==> config.mk <==
export PLATFORM = sky130hd
export DESIGN_NAME = alu_8xy
export DESIGN_NICKNAME = d
export VERILOG_FILES = /design/src/chip8_isa_pkg.sv /design/src/alu_8xy.sv
export SDC_FILE = /design/constraint.sdc
export NUM_CORES = 1
export LEC_CHECK = 0
export BUFFER_PORTS_ARGS = -buffer_cell sky130_fd_sc_hd__buf_2
export CORE_UTILIZATION = 62
export DETAILED_ROUTE_END_ITERATION = 6
export PLACE_DENSITY = 0.83
export SYNTH_ARGS = -nofsm -noshare
export SYNTH_HDL_FRONTEND = slang
export SYNTH_SLANG_ARGS = --single-unit
==> constraint.sdc <==
create_clock -name vclk -period 2.6
set_input_delay 0.26 -clock vclk [all_inputs]
set_output_delay 0.26 -clock vclk [all_outputs]
set_load 0.02 [all_outputs]
==> src/chip8_isa_pkg.sv <==
`default_nettype none

package chip8_isa_pkg;

   localparam int ADDR_W = 12;
   localparam int BYTE_W = 8;
   localparam int NIB_W  = 4;

   typedef logic [ADDR_W-1:0] addr_t;
   typedef logic [BYTE_W-1:0] byte_t;
   typedef logic [NIB_W-1:0]  reg_idx_t;
   typedef logic [NIB_W-1:0]  nib_t;

   localparam addr_t    PROG_START  = 12'h200;
   localparam int       MEM_BYTES   = 1 << ADDR_W;
   localparam int       NUM_REGS    = 16;
   localparam reg_idx_t FLAG_REG    = 4'hF;   // VF
   localparam int       STACK_DEPTH = 16;

   // Fx second byte
   localparam byte_t MISC_ADD_I = 8'h1E;
   localparam byte_t MISC_STORE = 8'h55;
   localparam byte_t MISC_LOAD  = 8'h65;
   localparam byte_t RET_BYTE   = 8'hEE;   // 00EE

   typedef enum logic [3:0] {
      op_sys      = 4'h0,
      op_jp       = 4'h1,
      op_call     = 4'h2,
      op_se_byte  = 4'h3,
      op_sne_byte = 4'h4,
      op_se_reg   = 4'h5,
      op_ld_byte  = 4'h6,
      op_add_byte = 4'h7,
      op_alu      = 4'h8,
      op_sne_reg  = 4'h9,
      op_ld_i     = 4'hA,
      op_jp_v0    = 4'hB,
      op_rnd      = 4'hC,
      op_drw      = 4'hD,
      op_skp      = 4'hE,
      op_misc     = 4'hF
   } opcode_e;

   typedef enum logic [3:0] {
      alu_ld   = 4'h0,
      alu_or   = 4'h1,
      alu_and  = 4'h2,
      alu_xor  = 4'h3,
      alu_add  = 4'h4,
      alu_sub  = 4'h5,
      alu_shr  = 4'h6,
      alu_subn = 4'h7,
      alu_shl  = 4'hE
   } alu_fn_e;

   // one instruction word, hi byte first
   typedef struct packed {
      opcode_e  op;
      reg_idx_t x;
      reg_idx_t y;
      nib_t     n;
   } instr_t;

endpackage

`default_nettype wire

==> src/alu_8xy.sv <==
`default_nettype none

module alu_8xy (
   input  wire  chip8_isa_pkg::alu_fn_e  fn_i,
   input  wire  chip8_isa_pkg::byte_t    vx_i,
   input  wire  chip8_isa_pkg::byte_t    vy_i,
   output chip8_isa_pkg::byte_t          res_o,
   output logic                          flag_o
);

   always_comb
   begin
      res_o  = vx_i;
      flag_o = 1'b0;
      case (fn_i)
         chip8_isa_pkg::alu_ld:
            res_o = vy_i;
         chip8_isa_pkg::alu_or:
            res_o = vx_i | vy_i;
         chip8_isa_pkg::alu_and:
            res_o = vx_i & vy_i;
         chip8_isa_pkg::alu_xor:
            res_o = vx_i ^ vy_i;
         chip8_isa_pkg::alu_add:
            {flag_o, res_o} = vx_i + vy_i;   // carry out
         chip8_isa_pkg::alu_sub:
         begin
            res_o  = vx_i - vy_i;
            flag_o = (vx_i >= vy_i);   // no borrow
         end
         chip8_isa_pkg::alu_shr:
         begin
            res_o  = vx_i >> 1;
            flag_o = vx_i[0];
         end
         chip8_isa_pkg::alu_subn:
         begin
            res_o  = vy_i - vx_i;
            flag_o = (vy_i >= vx_i);
         end
         chip8_isa_pkg::alu_shl:
         begin
            res_o  = vx_i << 1;
            flag_o = vx_i[7];
         end
         default:
            res_o = vx_i;   // undefined fn, not written back
      endcase
   end

endmodule

`default_nettype wire

==> metrics.cfg <==
[status]
status = finished, final reports clean

[synth]
synth_compound_area_share_pct = 33.5
yosys.cell_types.count = 68
yosysSeqAreaShare_pct = 0
synth-simple-area-share_pct = 25.6
yosysMostFrequentCell = ha_1
syn-num-nets = 342
syn_area_sq_um = 2000
yosys_warnings = 0
syn_area_per_cell_sq_um = 7.06
synth_mux_area_share_pct = 4.18
synth_largest_area_cell = ha_1
synthAdderAreaFrac_pct = 24.8
ys_top_cells_by_area = ha_1 (22%), nor2_1 (5.8%), a21oi_1 (5.2%)
yosys-top-cells-count = ha_1 (35), nor2_1 (31), inv_1 (26)
synthCells = 284
synth_top_family_by_area = compound AO/OA/AOI/OAI gates
synth_top_area_share_pct = 21.8
synth_xor_area_share_pct = 1.75

[sta]
slew_headroom_pct = 71.0
worst_slew_pin_slew_ns = 0.423
whs_ns = 0.933
fin_crit_ns = 2.53
period_share_pct = 97.4
setup_viol = 0
drv_slew = 0
fmax_ghz = 0.395
setup_tns_ns = 0
hold_viol = 0

[critical_path]
crit_path_end_kind = output port
crit_chain = buf_4 -> inv_1 -> ha_2 -> fa_2 -> o21ba_4 -> o21bai_4 -> or4_1 -> o21ai_1 -> nor4_1 -> or4_1 -> buf_6
cp_max_fo = 5
slowest_delay_ns = 0.43
crit_arrival_ns = 2.27
crit_required_ns = 2.34
crit_top_cell = or4_1
cpLargestDelayFamily = simple AND/OR/NAND/NOR gates
worst_path_max_delay_cell = or4_1
worstSetupPathType = in2out
path_buf_inv = 3
start_kind = primary input

[layout]
seq_area_sq_um = 0
nClkBuffers = 0
syn2layout_area_growth_pct = 26.3
fill_cells = 209
diodes = 0
drive_above_1_share_pct = 30.3
final_cells = 371
layout.nets = 387
flops_and_latches = 0

[clocking]
hold_buffers = 0
cts_setup_buffers = 0

[power_and_ir_drop]
ir_drop_mv = 0.141
p_clk_share_pct = 0
powerDensity_nw_per_um2 = 214
p_leak_nw = 1.12
switchingPower_mw = 0.304
pwr-share-seq_pct = 0
intPower_mw = 0.236
p_sw_share_pct = 56.3
combPwrFrac_pct = 100.0

[floorplan]
fp-row-count = 20
die_area_sq_um = 3460
die_x_microns = 58.9
start_util_pct = 65.7
core_sq_um = 3050
dieHeight_microns = 58.9
ioPinCount = 29

[drt]
totalWireLength_microns = 6360
drc_errors = 0
via_count = 2376
first_pass_iters = 5
routedWlPerCell_microns = 17.1
drt_iter0_drc = 288
vias_per_cell = 6.40
ant_nets = 0

[flow_run]
maxCapViolations = 0

[global_routing]
grt_usage_pct = 35.5
overflow = 0
antenna_found_initial = 0
grt_pass1_vias = 2067
grt_max_degree = 24
grt_first_pass_wirelength_microns = 9530

[worst_hold_path]
hold_path.class = in2out

[placement]
hpwl_microns = 4730
gp_congestion = 0.993
io_buffer_count = 29
place_inst = 372

[layer usage]
metal	share of wire [%]	global-route usage (%)	routed length, microns
met1	43	50.5	2760
met2	46	59.6	2930
met3	9.0	3.74	573
met4	1.5	3.40	95
met5	0	0	0
[power by group through the flow]
stage / logic, mW / registers (mW) / clock network, mW
after global placement: 0.461 / 0 / 0
after global routing: 0.579 / 0 / 0
after floorplan: 0.316 / 0 / 0
after detailed placement: 0.466 / 0 / 0
after CTS: 0.475 / 0 / 0
final: 0.540 / 0 / 0
[timing repair]
action                                 in CTS  in global routing
pin swaps                                   1                 10
setup endpoints to repair                   3                  6
gates resized for setup                     5                 36
endpoints found under the hold margin       0                  0
[tightest hold or removal path, stage by stage]
cell	delay [ns]
buf_2	0.13
o32a_1	0.15
buf_4	0.14
[cells by family (layout without fill, tap and decap cells)]
kind of cell    after synthesis  count (layout)
mux                           7               7
simple gates                 95              95
compound gates               95              95
buf+inv                      45              88
xor+xnor                      4               4
fa+ha+maj                    38              38
[worst paths after layout]
kind | from | endpoint | slack (ns) | depth (start not counted)
min | vx_i[6] | res_o[6] | 0.93 | 3
max | vx_i[0] | flag_o | 0.07 | 11
[stage by stage]
| step | power [mW] | utilization (%) | worst slack, ns | instance area (sq um) |
|---|---|---|---|---|
| 6_report | 0.540 | 82.9 | 0.0674 | 2530 |
| 5_1_grt | 0.579 | 82.9 | -0.0137 | 2530 |
| 4_1_cts | 0.475 | 77.7 | 0.0372 | 2370 |
| 3_5_place_dp | 0.466 | 76.9 | -0.0681 | 2350 |
| 3_3_place_gp | 0.461 | 76.9 | -0.0453 | 2350 |
| 2_1_floorplan | 0.316 | - | 0.243 | 2000 |
[layout by cell type, fill, tap and decap left out, types with 3 or more instances in the layout]
master    synthesis  final
and3_1            3      3
o21ai_1           3      5
nor3b_1           4      4
nor2b_1           4      4
xnor2_1           4      4
o22ai_1           3      3
ha_1             35     28
a221oi_1          4      3
buf_4             0     33
nor3_1            5      4
nor2_1           31     30
a31oi_1           7      7
nand2b_1          7      7
ha_2              0      3
a21oi_1          21     20
o21ai_0          18     16
nand2_1          20     20
inv_1            26     24
a211oi_1          5      4
buf_2            12     25
ha_4              0      4
mux2i_1           5      5
[layout make-up]
cell class / instances / area [sq um] / area share (%)
Timing Repair Buffer: 60 / 395 / 15.6
Inverter: 28 / 110 / 4.35
Multi-Input combinational cell: 239 / 1970 / 77.9
Tap cell: 44 / 55.1 / 2.17
No activity file was read; power rests on OpenSTA's default activity.
