<file path="config.mk">
export PLATFORM = sky130hd
export DESIGN_NAME = call_stack
export DESIGN_NICKNAME = d
export VERILOG_FILES = /design/src/chip8_isa_pkg.sv /design/src/chip8_core_pkg.sv /design/src/call_stack.sv
export SDC_FILE = /design/constraint.sdc
export NUM_CORES = 1
export LEC_CHECK = 0
export BUFFER_PORTS_ARGS = -buffer_cell sky130_fd_sc_hd__clkbuf_2
export CAP_MARGIN = 20
export CORE_MARGIN = 5
export CORE_UTILIZATION = 40
export CTS_CLUSTER_DIAMETER = 40
export DETAILED_ROUTE_END_ITERATION = 10
export GPL_ROUTABILITY_DRIVEN = 0
export PLACE_DENSITY_LB_ADDON = 0.15
export SLEW_MARGIN = 20
export SYNTH_ARGS = -nofsm -noshare
export SYNTH_HDL_FRONTEND = slang
export SYNTH_SLANG_ARGS = --single-unit
</file>
<file path="constraint.sdc">
create_clock -name clk -period 6.3 [get_ports clk]
set_input_delay 0.63 -clock clk [delete_from_list [all_inputs] [get_ports clk]]
set_output_delay 0.63 -clock clk [all_outputs]
set_load 0.01 [all_outputs]
</file>
<file path="src/chip8_isa_pkg.sv">
`default_nettype none

package chip8_isa_pkg;

   localparam int ADDR_W = 12;
   localparam int BYTE_W = 8;
   localparam int NIB_W  = 4;

   typedef logic [ADDR_W-1:0] addr_t;
   typedef logic [BYTE_W-1:0] byte_t;
   typedef logic [NIB_W-1:0]  reg_idx_t;
   typedef logic [NIB_W-1:0]  nib_t;

   localparam addr_t    PROG_START  = 12'h200;
   localparam int       MEM_BYTES   = 1 << ADDR_W;
   localparam int       NUM_REGS    = 16;
   localparam reg_idx_t FLAG_REG    = 4'hF;   // VF
   localparam int       STACK_DEPTH = 16;

   // Fx second byte
   localparam byte_t MISC_ADD_I = 8'h1E;
   localparam byte_t MISC_STORE = 8'h55;
   localparam byte_t MISC_LOAD  = 8'h65;
   localparam byte_t RET_BYTE   = 8'hEE;   // 00EE

   typedef enum logic [3:0] {
      op_sys      = 4'h0,
      op_jp       = 4'h1,
      op_call     = 4'h2,
      op_se_byte  = 4'h3,
      op_sne_byte = 4'h4,
      op_se_reg   = 4'h5,
      op_ld_byte  = 4'h6,
      op_add_byte = 4'h7,
      op_alu      = 4'h8,
      op_sne_reg  = 4'h9,
      op_ld_i     = 4'hA,
      op_jp_v0    = 4'hB,
      op_rnd      = 4'hC,
      op_drw      = 4'hD,
      op_skp      = 4'hE,
      op_misc     = 4'hF
   } opcode_e;

   typedef enum logic [3:0] {
      alu_ld   = 4'h0,
      alu_or   = 4'h1,
      alu_and  = 4'h2,
      alu_xor  = 4'h3,
      alu_add  = 4'h4,
      alu_sub  = 4'h5,
      alu_shr  = 4'h6,
      alu_subn = 4'h7,
      alu_shl  = 4'hE
   } alu_fn_e;

   // one instruction word, hi byte first
   typedef struct packed {
      opcode_e  op;
      reg_idx_t x;
      reg_idx_t y;
      nib_t     n;
   } instr_t;

endpackage

`default_nettype wire

</file>
<file path="src/chip8_core_pkg.sv">
`default_nettype none

package chip8_core_pkg;

   localparam int SP_W = $clog2(chip8_isa_pkg::STACK_DEPTH);

   typedef logic [SP_W-1:0] sp_t;

   // Fx65 counts to x+1, one past the last register
   typedef logic [4:0] xfer_cnt_t;

   typedef enum logic [2:0] {
      st_idle,
      st_rd_hi,
      st_rd_lo,
      st_exec,
      st_alu_flag,
      st_xfer_rd,
      st_xfer_wr
   } seq_state_e;

   typedef struct packed {
      logic                    en;
      chip8_isa_pkg::reg_idx_t idx;
      chip8_isa_pkg::byte_t    data;
   } reg_wr_t;

   typedef struct packed {
      logic                 en;
      chip8_isa_pkg::addr_t addr;
      chip8_isa_pkg::byte_t data;
   } mem_wr_t;

endpackage

`default_nettype wire

</file>
<file path="src/call_stack.sv">
`default_nettype none

module call_stack (
   input  wire                         clk,
   input  wire                         rst_n_i,
   input  wire                         push_i,
   input  wire                         pop_i,
   input  wire  chip8_isa_pkg::addr_t  push_addr_i,
   output chip8_isa_pkg::addr_t        top_o
);

   chip8_isa_pkg::addr_t stk [chip8_isa_pkg::STACK_DEPTH];
   chip8_core_pkg::sp_t  sp_q;   // next free slot

   always_ff @(posedge clk or negedge rst_n_i)
   begin
      if (!rst_n_i)
         sp_q <= '0;
      else if (push_i)
         sp_q <= sp_q + 1'b1;
      else if (pop_i)
         sp_q <= sp_q - 1'b1;
   end

   always_ff @(posedge clk)
   begin
      if (push_i)
         stk[sp_q] <= push_addr_i;
   end

   assign top_o = stk[chip8_core_pkg::sp_t'(sp_q - 1'b1)];

   a_push_pop_excl: assert property (@(posedge clk) disable iff (!rst_n_i)
      !(push_i && pop_i));

endmodule

`default_nettype wire

</file>
==> run summary <==
Core Util, Final: 46.0%
Die Ht: 151 um
share of layout cells above drive strength 1: 24.7%
CTS root buf: clkbuf_16
Tmin final: 4.27 ns
synth warn: 0
grt ovf: 0
Yosys reg bits: 196
RR Startpoint: sp_q[0]
vias in the first global route: 3837
via count: 3628
DRC viols: 0
Pleak: 3.13 nW
Post-synth EDFFs: 192
Post-Syn Area: 0.00795 mm^2
CTS tree: yes
Setup violations, final: 0
Buffers on Ports: 27
Reg2Reg Setup Slack: 3.46 ns
commonest non-fill, non-tap cell in the layout: edfxtp_1
area delta synth->final: 13.1%
Routed WL: 16800 um
main combinational cell family by area after synthesis: multiplexers
Sink Count: 196
hold violation total from the final report: 0
Worst Hold Class: in -> reg
detailed placement HPWL: 10000 um
hold-critical path endpoint: sp_q[0]
Wirelength per Cell: 24.1 um
RSZ-0062 raised after global routing: false
Worst Hold Depth: 3
fmax: 234 MHz
pwr dens: 488 mW/mm^2
type of origin of the critical path: register
max-cap violation count: 0
Multi-input gate area: 0.00190 mm^2
fill cell count: 1665
initial antenna violation count: 0
Worst-Margin Slew: 1.05 ns
Final Non-Filler Cells: 698
# diodes: 0
pin count of the biggest net entering global routing: 45
Post-Route Setup TNS: 0 ns
critical path startpoint: sp_q[0]
synthesized instance count: 371
Via density: 5.20
die area: 0.0228 mm^2
core area: 0.0195 mm^2
clock insertion delay at the later pin of the skew report: 0.44 ns
RR Endpoint: stk[7][2]
Core Rows: 51
Max IR drop VDD: 0.271 mV
count of final max-slew check failures: 0
die extent in x: 151 um
status: completed
starting DRC count in detailed routing: 212
CP required: 5.67 ns
Clk pwr share: 24.2%
mux share of post-synthesis cell area: 19.9%
Sequential Power Share: 38.7%
CP endpoint kind: primary output
post_cts resized: 0
Initial Util: 40.7%
Min-Delay Startpoint: pop_i
clock transition at the registers of the reported paths: 0.07 ns
adder-cell share of the synthesized area: 0.787%
Post-synth ARST share: 2.04%
WS Path Type: reg -> out
DRT Pass-1 Iters: 4
Final nets: 441
post-synthesis compound-gate area fraction: 0.268%
ANT nets after route: 0
Total GRT Usage: 15.8%
Avg Inst Size Synth: 21.4 um^2
sequential share of the synthesized area: 73.8%
skew final: 0.0114 ns
Placed Cells: 665
commonest non-fill, non-tap cells in the layout: edfxtp_1, mux2i_1, clkbuf_2, mux4_2, buf_4
Data arrival, critical path: 3.64 ns
CTS H-tree depth: 4
Post-Syn Nets: 392
CTS Buf Count: 17
Most used DFF post-synth: edfxtp_1
simple-gate share of the synthesized area: 1.89%
Netlist cell types: 27
XOR/XNOR share of the synthesized area: 0.787%
Sequential Area: 0.00587 mm^2
Comb power frac: 37.1%
first-pass GRT wire length: 25000 um
Max-slew headroom: 29.7%
Sw Ratio: 33.4%
Max Root-Sink Buffers: 2
CP Max Fanout: 44
Tcrit/Tclk final: 67.8%
NetSw: 1.47 mW
cell internal pwr: 2.92 mW
io pins: 28
R2R depth: 4
power groups by stage:
stage               Combinational (mW)  Clock [mW]  Sequential, mW
floorplan                         1.31           0            1.63
global placement                  1.66           0            1.72
detailed placement                1.66           0            1.73
CTS                               1.66        1.08            1.70
global route                      1.77        1.14            1.71
finish                            1.63        1.06            1.70
flip-flops by register name (all words and copies together) (netlist names):
signal / flops
stk: 192
sp_q: 4
synthesized netlist by cell type (3+ instances only):
library cell,number,share of area (%)
mux4_1,14,4.6
nand2b_1,6,0.47
mux4_2,22,6.2
clkbuf_1,3,0.14
nand2_1,8,0.38
xor2_1,3,0.33
dfrtp_1,4,1.3
nor2_1,15,0.71
mux2i_1,72,9.1
ha_1,5,0.79
edfxtp_1,192,73
buf_12,6,1.5
buf_2,3,0.19
worst max-delay path by stage:
stage          endpoint  slack, ns
2_1_floorplan  top_o[3]       3.37
3_3_place_gp   top_o[0]       2.40
3_5_place_dp   top_o[0]       2.39
4_1_cts        top_o[0]       1.93
5_1_grt        top_o[5]       1.77
6_report       top_o[0]       2.03
metrics by stage:
step           power [mW]  instance area (um^2)  setup slack, ns  hold WS (ns)
2_1_floorplan        2.93                  7950             3.37         0.334
3_3_place_gp         3.38                  8400             2.40         0.446
3_5_place_dp         3.39                  8400             2.39         0.447
4_1_cts              4.45                  8990             1.93         0.488
5_1_grt              4.62                  8990             1.77         0.517
6_report             4.39                  8990             2.03         0.502
worst max-delay path: stages, from the launching register on:
cell and delay (ns):
dfrtp_4 0.92, inv_2 0.11, ha_1 0.91, buf_4 0.46
mux4_1 0.37, mux2i_1 0.15, mux2i_1 0.11, clkbuf_2 0.15
kinds of logic (layout without fill, tap and decap cells):
| logic type | after synthesis | count (layout) |
|---|---|---|
| fa+ha+maj | 5 | 5 |
| mux | 108 | 108 |
| simple gates | 33 | 33 |
| buf+inv | 21 | 83 |
| flops | 196 | 196 |
| xor+xnor | 5 | 5 |
| compound gates | 3 | 3 |
metal layers:
layer | wire (um) | GRT usage (%) | part of all wire, % | vias up
met5 | 0 | 0 | 0 | -
met1 | 7710 | 21.6 | 46 | 1917
met4 | 230 | 4.44 | 1.4 | 0
li1 | - | - | - | 1613
met3 | 669 | 4.22 | 4.0 | 17
met2 | 8200 | 25.2 | 49 | 81
repair_timing:
action / in CTS / in global routing
endpoints found under the hold margin: 4 / 0
setup buffers: 0 / 0
hold buffers: 1 / 0
area by class of cell:
type | count | area share (%)
flip-flops and latches | 196 | 65.3
multi-input cells | 154 | 21.1
clock buffers | 17 | 4.73
well taps | 265 | 3.69
repair buffers | 48 | 3.29
clock inverters | 15 | 1.75
inverters | 3 | 0.125
(Power assumes the default switching activity.)
