<file path="src/chip8_isa_pkg.sv">
`default_nettype none

package chip8_isa_pkg;

   localparam int ADDR_W = 12;
   localparam int BYTE_W = 8;
   localparam int NIB_W  = 4;

   typedef logic [ADDR_W-1:0] addr_t;
   typedef logic [BYTE_W-1:0] byte_t;
   typedef logic [NIB_W-1:0]  reg_idx_t;
   typedef logic [NIB_W-1:0]  nib_t;

   localparam addr_t    PROG_START  = 12'h200;
   localparam int       MEM_BYTES   = 1 << ADDR_W;
   localparam int       NUM_REGS    = 16;
   localparam reg_idx_t FLAG_REG    = 4'hF;   // VF
   localparam int       STACK_DEPTH = 16;

   // Fx second byte
   localparam byte_t MISC_ADD_I = 8'h1E;
   localparam byte_t MISC_STORE = 8'h55;
   localparam byte_t MISC_LOAD  = 8'h65;
   localparam byte_t RET_BYTE   = 8'hEE;   // 00EE

   typedef enum logic [3:0] {
      op_sys      = 4'h0,
      op_jp       = 4'h1,
      op_call     = 4'h2,
      op_se_byte  = 4'h3,
      op_sne_byte = 4'h4,
      op_se_reg   = 4'h5,
      op_ld_byte  = 4'h6,
      op_add_byte = 4'h7,
      op_alu      = 4'h8,
      op_sne_reg  = 4'h9,
      op_ld_i     = 4'hA,
      op_jp_v0    = 4'hB,
      op_rnd      = 4'hC,
      op_drw      = 4'hD,
      op_skp      = 4'hE,
      op_misc     = 4'hF
   } opcode_e;

   typedef enum logic [3:0] {
      alu_ld   = 4'h0,
      alu_or   = 4'h1,
      alu_and  = 4'h2,
      alu_xor  = 4'h3,
      alu_add  = 4'h4,
      alu_sub  = 4'h5,
      alu_shr  = 4'h6,
      alu_subn = 4'h7,
      alu_shl  = 4'hE
   } alu_fn_e;

   // one instruction word, hi byte first
   typedef struct packed {
      opcode_e  op;
      reg_idx_t x;
      reg_idx_t y;
      nib_t     n;
   } instr_t;

endpackage

`default_nettype wire

</file>
<file path="src/chip8_core_pkg.sv">
`default_nettype none

package chip8_core_pkg;

   localparam int SP_W = $clog2(chip8_isa_pkg::STACK_DEPTH);

   typedef logic [SP_W-1:0] sp_t;

   // Fx65 counts to x+1, one past the last register
   typedef logic [4:0] xfer_cnt_t;

   typedef enum logic [2:0] {
      st_idle,
      st_rd_hi,
      st_rd_lo,
      st_exec,
      st_alu_flag,
      st_xfer_rd,
      st_xfer_wr
   } seq_state_e;

   typedef struct packed {
      logic                    en;
      chip8_isa_pkg::reg_idx_t idx;
      chip8_isa_pkg::byte_t    data;
   } reg_wr_t;

   typedef struct packed {
      logic                 en;
      chip8_isa_pkg::addr_t addr;
      chip8_isa_pkg::byte_t data;
   } mem_wr_t;

endpackage

`default_nettype wire

</file>
<file path="src/v_reg_file.sv">
`default_nettype none

module v_reg_file (
   input  wire                            clk,
   input  wire                            rst_n_i,
   input  wire  chip8_core_pkg::reg_wr_t  wr_i,
   input  wire  chip8_isa_pkg::reg_idx_t  rd_x_i,
   input  wire  chip8_isa_pkg::reg_idx_t  rd_y_i,
   output chip8_isa_pkg::byte_t           vx_o,
   output chip8_isa_pkg::byte_t           vy_o
);

   chip8_isa_pkg::byte_t v_q [chip8_isa_pkg::NUM_REGS];

   always_ff @(posedge clk or negedge rst_n_i)
   begin
      if (!rst_n_i)
      begin
         for (int i = 0; i < chip8_isa_pkg::NUM_REGS; i++)
            v_q[i] <= '0;
      end
      else if (wr_i.en)
         v_q[wr_i.idx] <= wr_i.data;
   end

   assign vx_o = v_q[rd_x_i];
   assign vy_o = v_q[rd_y_i];

endmodule

`default_nettype wire

</file>
<file path="config.mk">
export PLATFORM = sky130hd
export DESIGN_NAME = v_reg_file
export DESIGN_NICKNAME = d
export VERILOG_FILES = /design/src/chip8_isa_pkg.sv /design/src/chip8_core_pkg.sv /design/src/v_reg_file.sv
export SDC_FILE = /design/constraint.sdc
export NUM_CORES = 1
export LEC_CHECK = 0
export ABC_AREA = 1
export BUFFER_PORTS_ARGS = -buffer_cell sky130_fd_sc_hd__buf_2
export CORE_ASPECT_RATIO = 1.5
export CORE_MARGIN = 2
export CORE_UTILIZATION = 60
export DETAILED_ROUTE_END_ITERATION = 7
export PLACE_DENSITY_LB_ADDON = 0.3
export RECOVER_POWER = 50
export SETUP_SLACK_MARGIN = 0.05
export SYNTH_ARGS = -nofsm -noshare
export SYNTH_HDL_FRONTEND = slang
export SYNTH_SLANG_ARGS = --single-unit
</file>
<file path="constraint.sdc">
create_clock -name clk -period 2.3 [get_ports clk]
set_input_delay 0.46 -clock clk [delete_from_list [all_inputs] [get_ports clk]]
set_output_delay 0.46 -clock clk [all_outputs]
set_load 0.005 [all_outputs]
</file>
==> reports/qor.yml, run 1 <==
run_status:
  status: "complete, but fails checks"
  violations: "capacitance limit, slew limit"
layout:
  largest_reg_flops: 128
  mostFrequentLayoutCell: "nand2_1"
  area_delta_synth_final_pct: 12.35
  layout-drive-gt1-share_pct: 7.948
  nets: 1156
  top_regs: "v_q x128"
  largest_register: "v_q"
  final_util_pct: 68.44
  layout_common_cells: "411 x nand2_1, 227 x nand3_1, 146 x inv_1, 128 x o21ai_0, 128 x dfrtp_1"
  diodes: 0
sta:
  period_minus_slack_ns: 2.063
  report.final.slew_viol_count: 17
  holdWs_ns: 0.3266
  setup_viol: 0
  fmax_mhz: 484.7
  relSlewSlack_pct: -5.543
  rsz0062_at_grt: "no"
  worst_pin_slew_ns: 1.571
  finalCritPeriodShare_pct: 89.71
  tns_ns: 0
  hold_viol_final: 0
  skew_ns: 0
place:
  gp_congestion: 0.9587
  dp_hpwl_um: 15200
  portBuffers: 38
synth:
  synthSimpleGateAreaFrac_pct: 37.02
  yosys_warnings: 0
  ys_seq_elements: 128
  synth_top_family_by_area: "simple AND/OR/NAND/NOR gates"
  synth_compound_gate_area_share_pct: 8.533
  synth_mux_area_share_pct: 0
  yosys.area_share.adder_pct: 0
  syn_nets: 1148
  yosysSeqAreaShare_pct: 42.67
  syn_avg_cell_area_um2: 6.673
  ys_types: 16
  netlist_instances: 1125
  synthXorXnorAreaFrac_pct: 0
  netlist_area_um2: 7507
detailed_routing:
  routedWlPerCell_um: 17.10
  viasPerCell: 5.775
  num_vias: 7513
  antenna_left: 0
  drtIter0Drc: 916
  drt-pass1-iter-count: 7
  drc: 0
  finalWirelength_um: 22250
worst_setup_path:
  end_kind: "output pin"
  critPathMostFrequentCell: "nand3_1"
  cp_slowest_cell: "buf_4"
  worstPathRequired_ns: 1.84
  cp_top_family: "buffers and inverters"
  worstPathCellList: "buf_2 > buf_4 > nand2_1 > nand3_1 > nand3_1 > nand3_1 > nand2_1 > buf_2"
  cp_max_fo: 20
  critPathBufInv: 3
  cp_slowest_stage_delay_ns: 0.28
  crit_type: "input pin to output pin"
  cp.arrival_ns: 1.60
  start_kind: "input pin"
cts:
  post_cts_resized: 0
  post_cts_buffers: 0
  numCtsBuffers: 17
  insertion_delay_ns: 0.41
  cts_root_buf: "clkbuf_16"
  postCtsHoldBufs: 1
  htree_num_levels: 4
  cts.sinks: 128
  clock_path_buffers: 2
  path_clk_slew_ns: 0.06
  cts_tree: "done"
global_route:
  gr-usage-all-layers_pct: 34.58
  antenna_found_initial: 0
  grt_max_degree: 55
  first_global_vias: 6757
  overflow: 0
  grt_pass1_wl_um: 35790
floorplan:
  start_util_pct: 60.91
  ios: 39
  core-area_um2: 12320
  die-height_um: 141.0
  row_count: 50
  die-area_um2: 13440
  dieWidth_um: 95.33
worst_hold_path:
  min_path_type: "input pin to flop"
pwr:
  power_density_nw_per_um2: 895.6
  vdd_drop_max_mv: 0.4828
  p_leak_nw: 4.441
job:
  max-cap-violations: 1
==> metrics by stage <==
step	power [mW]	area, µm²	setup WS [ns]	std cells
detailed placement	4.668	7844	0.3008	1269
global placement	4.606	7844	0.3076	1269
finish	7.553	8434	0.2367	1301
CTS	7.526	8472	0.2869	1301
global route	7.958	8434	0.1500	1301
floorplan	4.114	7507	0.5400	1125
==> final timing paths <==
check	from	end	slack, ns	depth (start not counted)
worst max register to register	v_q[42]$_DFFE_PN0P_	v_q[42]$_DFFE_PN0P_	1.48	2
worst min-delay path	wr_i[0]	v_q[72]$_DFFE_PN0P_	0.33	3
worst max-delay path	rd_y_i[0]	vy_o[0]	0.24	8
max in group asynchronous	rst_n_i	v_q[98]$_DFFE_PN0P_	0.48	3
worst min register to register	v_q[0]$_DFFE_PN0P_	v_q[0]$_DFFE_PN0P_	0.48	2
min in group asynchronous	rst_n_i	v_q[88]$_DFFE_PN0P_	0.68	2
==> area by class of cell <==
type	instances	area, µm²
timing repair buffer	61	464.2
inverter	148	555.5
sequential	128	3203
tap	156	195.2
multi-input combinational	777	3398
clock buffer	18	429.2
clock inverter	13	188.9
fill	1051	3890
==> logic make-up (layout without fill, tap and decap cells) <==
| logic type | Yosys count | in the layout |
|---|---|---|
| buffers and inverters | 220 | 240 |
| AO/OA/AOI/OAI | 128 | 128 |
| AND/OR/NAND/NOR | 649 | 649 |
| flip-flops | 128 | 128 |
==> cells in the mapped netlist, drive strengths merged <==
cell	count	area [µm²]
clkbuf	42	157.7
and3	1	7.510
nor2	6	27.52
nand2	411	1543
buf	30	171.4
dfrtp	128	3203
nand3	229	1169
nor3	2	32.53
inv	148	555.5
o21ai	128	640.6
==> report_power, final <==
part           total (mW)  internal (mW)  switching [mW]
clock network        2.84           1.81            1.03
logic                1.74          0.583            1.15
registers            2.97           2.73           0.242
total                7.55           5.13            2.43
==> metal layers <==
metal	track usage (%)	routed length [µm]
met1	49.47	9258
met2	51.00	10110
met3	7.322	2114
met4	14.34	769
met5	0	0
==> tightest hold or removal path: cells and delay by family <==
family / cells / cell delay, ns
buffers and inverters: 1 / 0.13
AND/OR/NAND/NOR: 1 / 0.06
AO/OA/AOI/OAI: 1 / 0.06
Power figures use the tool's default switching activity.
==> inputs of run 2 (changes only) <==
- CTS_BUF_LIST: unset -> sky130_fd_sc_hd__clkbuf_16
==> reports/qor.yml, run 2 (synthesis gave the netlist of run 1 again) <==
worst_setup_path:
  reg2reg_from: "v_q[42]$_DFFE_PN0P_"
  cp.arrival_ns: 1.61
  worstPathCellList: "buf_2 > buf_4 > nand2_1 > nand3_1 > nand3_1 > nand3_1 > nand2_1 > buf_2"
  critPathMostFrequentCell: "nand3_1"
  crit_type: "input pin to output pin"
  start_kind: "input pin"
  crit_start: "rd_y_i[0]"
  cp_slowest_cell: "buf_4"
  end_kind: "output pin"
  worstPathRequired_ns: 1.84
  cp_slowest_stage_delay_ns: 0.28
  cp_max_fo: 20
layout:
  mostFrequentLayoutCell: "nand2_1"
  nets: 1156
  largest_register: "v_q"
  layout_common_cells: "411 x nand2_1, 227 x nand3_1, 147 x inv_1, 128 x o21ai_0, 128 x dfrtp_1"
  diodes: 0
  area_delta_synth_final_pct: 12.35
  largest_reg_flops: 128
  top_regs: "v_q x128"
  layout-drive-gt1-share_pct: 7.948
sta:
  rsz0062_at_grt: "no"
  setup_viol: 0
  hold_viol_final: 0
  tns_ns: 0
  fmax_mhz: 484.1
  report.final.slew_viol_count: 17
  relSlewSlack_pct: -4.479
  finalCritPeriodShare_pct: 89.82
  period_minus_slack_ns: 2.066
  worst_pin_slew_ns: 1.555
  skew_ns: 0
  fin_ws_ns: 0.2342
job:
  max-cap-violations: 1
floorplan:
  core-area_um2: 12320
  start_util_pct: 60.91
  dieWidth_um: 95.33
  die-area_um2: 13440
  die-height_um: 141.0
  ios: 39
  row_count: 50
detailed_routing:
  antenna_left: 0
  drt-pass1-iter-count: 5
  num_vias: 7446
  drc: 0
  finalWirelength_um: 22210
  drtIter0Drc: 916
  routedWlPerCell_um: 17.07
  viasPerCell: 5.723
run_status:
  status: "complete, but fails checks"
  violations: "capacitance limit, slew limit"
place:
  dp_hpwl_um: 15200
  portBuffers: 38
  gp_congestion: 0.9587
  dpl_worst_slack_ns: 0.3008
worst_hold_path:
  min_path_type: "input pin to flop"
  worstHoldStart: "wr_i[0]"
pwr:
  vdd_drop_max_mv: 0.4827
  power_density_nw_per_um2: 895.1
  p_leak_nw: 4.445
global_route:
  first_global_vias: 6757
  overflow: 0
  grt_max_degree: 55
  grt_pass1_wl_um: 35790
  antenna_found_initial: 0
  gr-usage-all-layers_pct: 34.58
cts:
  cts_tree: "done"
  path_clk_slew_ns: 0.06
  insertion_delay_ns: 0.41
  cts.sinks: 128
  clock_path_buffers: 2
  cts_root_buf: "clkbuf_16"
  htree_num_levels: 4
  numCtsBuffers: 17
run 2: cell count changes in the layout (fill, tap and decap cells not counted):
cell	previous run	this run
clkbuf_1	6	5
inv_1	146	147
run 2: what timing repair did:
item                      CTS  global route
resized for setup           0             0
hold buffers                1             0
hold endpoints to repair   29             0
buffers inserted            0             0
run 2: worst paths after layout:
check                           cells after the start                  end  slack (ns)
worst max-delay path                                8              vy_o[5]        0.23
min in group asynchronous                           2  v_q[88]$_DFFE_PN0P_        0.68
worst max register to register                      2  v_q[42]$_DFFE_PN0P_        1.48
max in group asynchronous                           3  v_q[98]$_DFFE_PN0P_        0.46
worst min register to register                      2  v_q[56]$_DFFE_PN0P_        0.48
worst min-delay path                                3  v_q[72]$_DFFE_PN0P_        0.33
run 2: critical path, delay by kind of cell:
| kind | cells | cell delay [ns] |
|---|---|---|
| buffers and inverters | 3 | 0.59 |
| AND/OR/NAND/NOR | 5 | 0.54 |
run 2: routing by layer:
metal | vias to the layer above | GRT usage (%) | share of wire (%)
li1 | 3561 | - | -
met1 | 3397 | 49.47 | 42
met2 | 424 | 51.00 | 45
met3 | 64 | 7.322 | 9.3
met4 | 0 | 14.34 | 3.4
met5 | - | 0 | 0
run 2: metrics by stage:
step / total power [mW] / cell area [µm²] / hold WS [ns] / std cells / util (%)
3_5_place_dp: 4.668 / 7844 / 0.4314 / 1269 / 63.64
6_report: 7.549 / 8434 / 0.3266 / 1301 / 68.44
3_3_place_gp: 4.606 / 7844 / 0.4294 / 1269 / 63.64
2_1_floorplan: 4.114 / 7507 / 0.1644 / 1125 / -
5_1_grt: 7.954 / 8434 / 0.3406 / 1301 / 68.44
4_1_cts: 7.522 / 8472 / 0.3225 / 1301 / 68.74
run 2: where the power goes:
group          switching [mW]  leakage [nW]  internal, mW
registers               0.242          1.60          2.73
clock network            1.03         0.300          1.81
logic                    1.15          2.54         0.583
total                    2.43          4.44          5.12
run 2: area by class of cell:
type | count | area, µm²
inverters | 148 | 555.5
flip-flops and latches | 128 | 3203
clock buffers | 17 | 425.4
multi-input cells | 777 | 3398
clock inverters | 14 | 192.7
well taps | 156 | 195.2
fillers | 1051 | 3890
repair buffers | 61 | 464.2
==> inputs of run 3 (changes only) <==
- ABC_AREA: 1 -> unset
- BUFFER_PORTS_ARGS: -buffer_cell sky130_fd_sc_hd__buf_2 -> unset
- DONT_BUFFER_PORTS: unset -> 1
- PLACE_DENSITY: unset -> 0.74
- PLACE_DENSITY_LB_ADDON: 0.3 -> unset
==> reports/qor.yml, run 3 <==
place:
  gp_congestion: 0.7916
  dpl_worst_slack_ns: 0.1406
  dp_hpwl_um: 10460
  dp_cells: 562
  portBuffers: 0
worst_setup_path:
  worstPathCellList: "nor2b_1 > a22oi_1 > nand2_1"
  cp.arrival_ns: 1.74
  crit_start: "rd_y_i[3]"
  worstPathRequired_ns: 1.84
  cp_max_fo: 8
  cp_slowest_cell: "nor2b_1"
  end_kind: "output pin"
  cp_slowest_stage_delay_ns: 0.82
  reg2reg_from: "v_q[116]$_DFFE_PN0P_"
  crit_type: "input pin to output pin"
  r2r_slack_ns: 1.51
  start_kind: "input pin"
floorplan:
  core-area_um2: 11110
  die-area_um2: 12310
  ios: 39
  die-height_um: 134.9
  dieWidth_um: 91.25
  row_count: 47
  start_util_pct: 61.65
synth:
  synth.area.top_cells: "dfrtp_1 47%, mux4_2 21%, mux2_2 20%, a22oi_1 3.5%, mux2_4 1.8%"
  synth-edff-count: 0
  synthFlopType: "dfrtp_1"
  synth_common_cells: "128 x dfrtp_1, 120 x mux2_2, 64 x mux4_2"
  ys_seq_elements: 128
  syn_nets: 458
  yosys_warnings: 0
  synth_top_area_cell: "dfrtp_1"
  ys_types: 24
  netlist_area_um2: 6852
  netlist_instances: 435
  yosysSeqAreaShare_pct: 46.75
  netlist.area_leader.share_pct: 46.75
  synth-async-reset-ratio_pct: 100.0
  yosysMostFrequentCell: "dfrtp_1"
  syn_avg_cell_area_um2: 15.75
layout:
  largest_register: "v_q"
  diodes: 0
  nets: 457
  fillerInstances: 744
  mostFrequentLayoutCell: "dfrtp_1"
  final_util_pct: 67.70
  layout_common_cells: "128 x dfrtp_1, 120 x mux2_2, 64 x mux4_2, 32 x a22oi_1, 18 x nand2_1"
  top_regs: "v_q x128"
  largest_reg_flops: 128
  area_delta_synth_final_pct: 9.825
  layout-drive-gt1-share_pct: 53.69
  instances_no_fill: 594
detailed_routing:
  num_vias: 4110
  viasPerCell: 6.919
  drt-pass1-iter-count: 4
  drc: 0
  drtIter0Drc: 411
  routedWlPerCell_um: 27.51
  finalWirelength_um: 16340
  antenna_left: 0
global_route:
  grt_pass1_wl_um: 25440
  grt_max_degree: 129
  overflow: 0
  first_global_vias: 4381
  antenna_found_initial: 0
  gr-usage-all-layers_pct: 28.43
run_status:
  status: "complete, but fails checks"
  violations: "hold timing"
sta:
  hold_viol_final: 128
  relSlewSlack_pct: 28.24
  holdWs_ns: -0.2520
  finalCritPeriodShare_pct: 95.53
  fin_ws_ns: 0.1029
  tns_ns: 0
  worst_pin_slew_ns: 1.074
  rsz0062_at_grt: "no"
  period_minus_slack_ns: 2.197
  setup_viol: 0
  report.final.slew_viol_count: 0
  skew_ns: 0
  fmax_mhz: 455.1
pwr:
  p_leak_nw: 3.131
  vdd_drop_max_mv: 0.7485
  power_mw: 7.073
  power_density_nw_per_um2: 940.0
cts:
  cts_root_buf: "clkbuf_16"
  post_cts_resized: 0
  post_cts_buffers: 0
  cts_tree: "done"
  clock_path_buffers: 2
  numCtsBuffers: 17
  cts.sinks: 128
  insertion_delay_ns: 0.41
  htree_num_levels: 4
  path_clk_slew_ns: 0.05
job:
  max-cap-violations: 0
worst_hold_path:
  min_path_type: "input pin to asynchronous set/reset pin"
## run 3: metrics by stage
| step | hold slack [ns] | instance area, µm² |
|---|---|---|
| after floorplan | 0.1644 | 6852 |
| after CTS | -0.2638 | 7541 |
| final | -0.2520 | 7525 |
| after detailed placement | 0.1669 | 6978 |
| after global placement | 0.1671 | 6978 |
| after global routing | -0.2680 | 7525 |
## run 3: worst paths after layout
check,depth (start not counted),endpoint
max reg2reg,1,v_q[116]$_DFFE_PN0P_
max in group asynchronous,0,v_q[103]$_DFFE_PN0P_
min,0,v_q[63]$_DFFE_PN0P_
max,3,vy_o[6]
min in group clk,1,v_q[65]$_DFFE_PN0P_
min reg2reg,1,v_q[90]$_DFFE_PN0P_
## run 3: area by class of cell
type | instances | area [µm²] | area share (%)
clock buffers | 17 | 425.4 | 5.653
clock inverters | 15 | 137.6 | 1.829
multi-input cells | 273 | 3473 | 46.16
flip-flops and latches | 128 | 3203 | 42.57
well taps | 147 | 183.9 | 2.444
repair buffers | 14 | 101.3 | 1.347
## run 3: kinds of logic after synthesis
family | after synthesis | synth area share (%)
AO/OA/AOI/OAI | 32 | 3.506
flip-flops | 128 | 46.75
buffers and inverters | 34 | 2.374
multiplexers | 192 | 42.51
AND/OR/NAND/NOR | 49 | 4.858
## run 3: worst max-delay path, delay by kind of cell
| kind | cells | cell delay, ns |
|---|---|---|
| and+or+nand+nor | 2 | 1.01 |
| AOI/OAI and AO/OA | 1 | 0.27 |
## run 3: metal layers
layer	vias up	part of all wire, %	global-route usage (%)
met2	142	52	47.08
met1	2226	39	35.92
met5	-	0	0
met4	0	3.4	13.72
li1	1707	-	-
met3	35	5.5	6.138
## run 3: power by group
group	switching (mW)	internal, mW	total, mW
sequential	0.384	2.78	3.17
clock	0.903	1.66	2.56
combinational	0.407	0.937	1.34
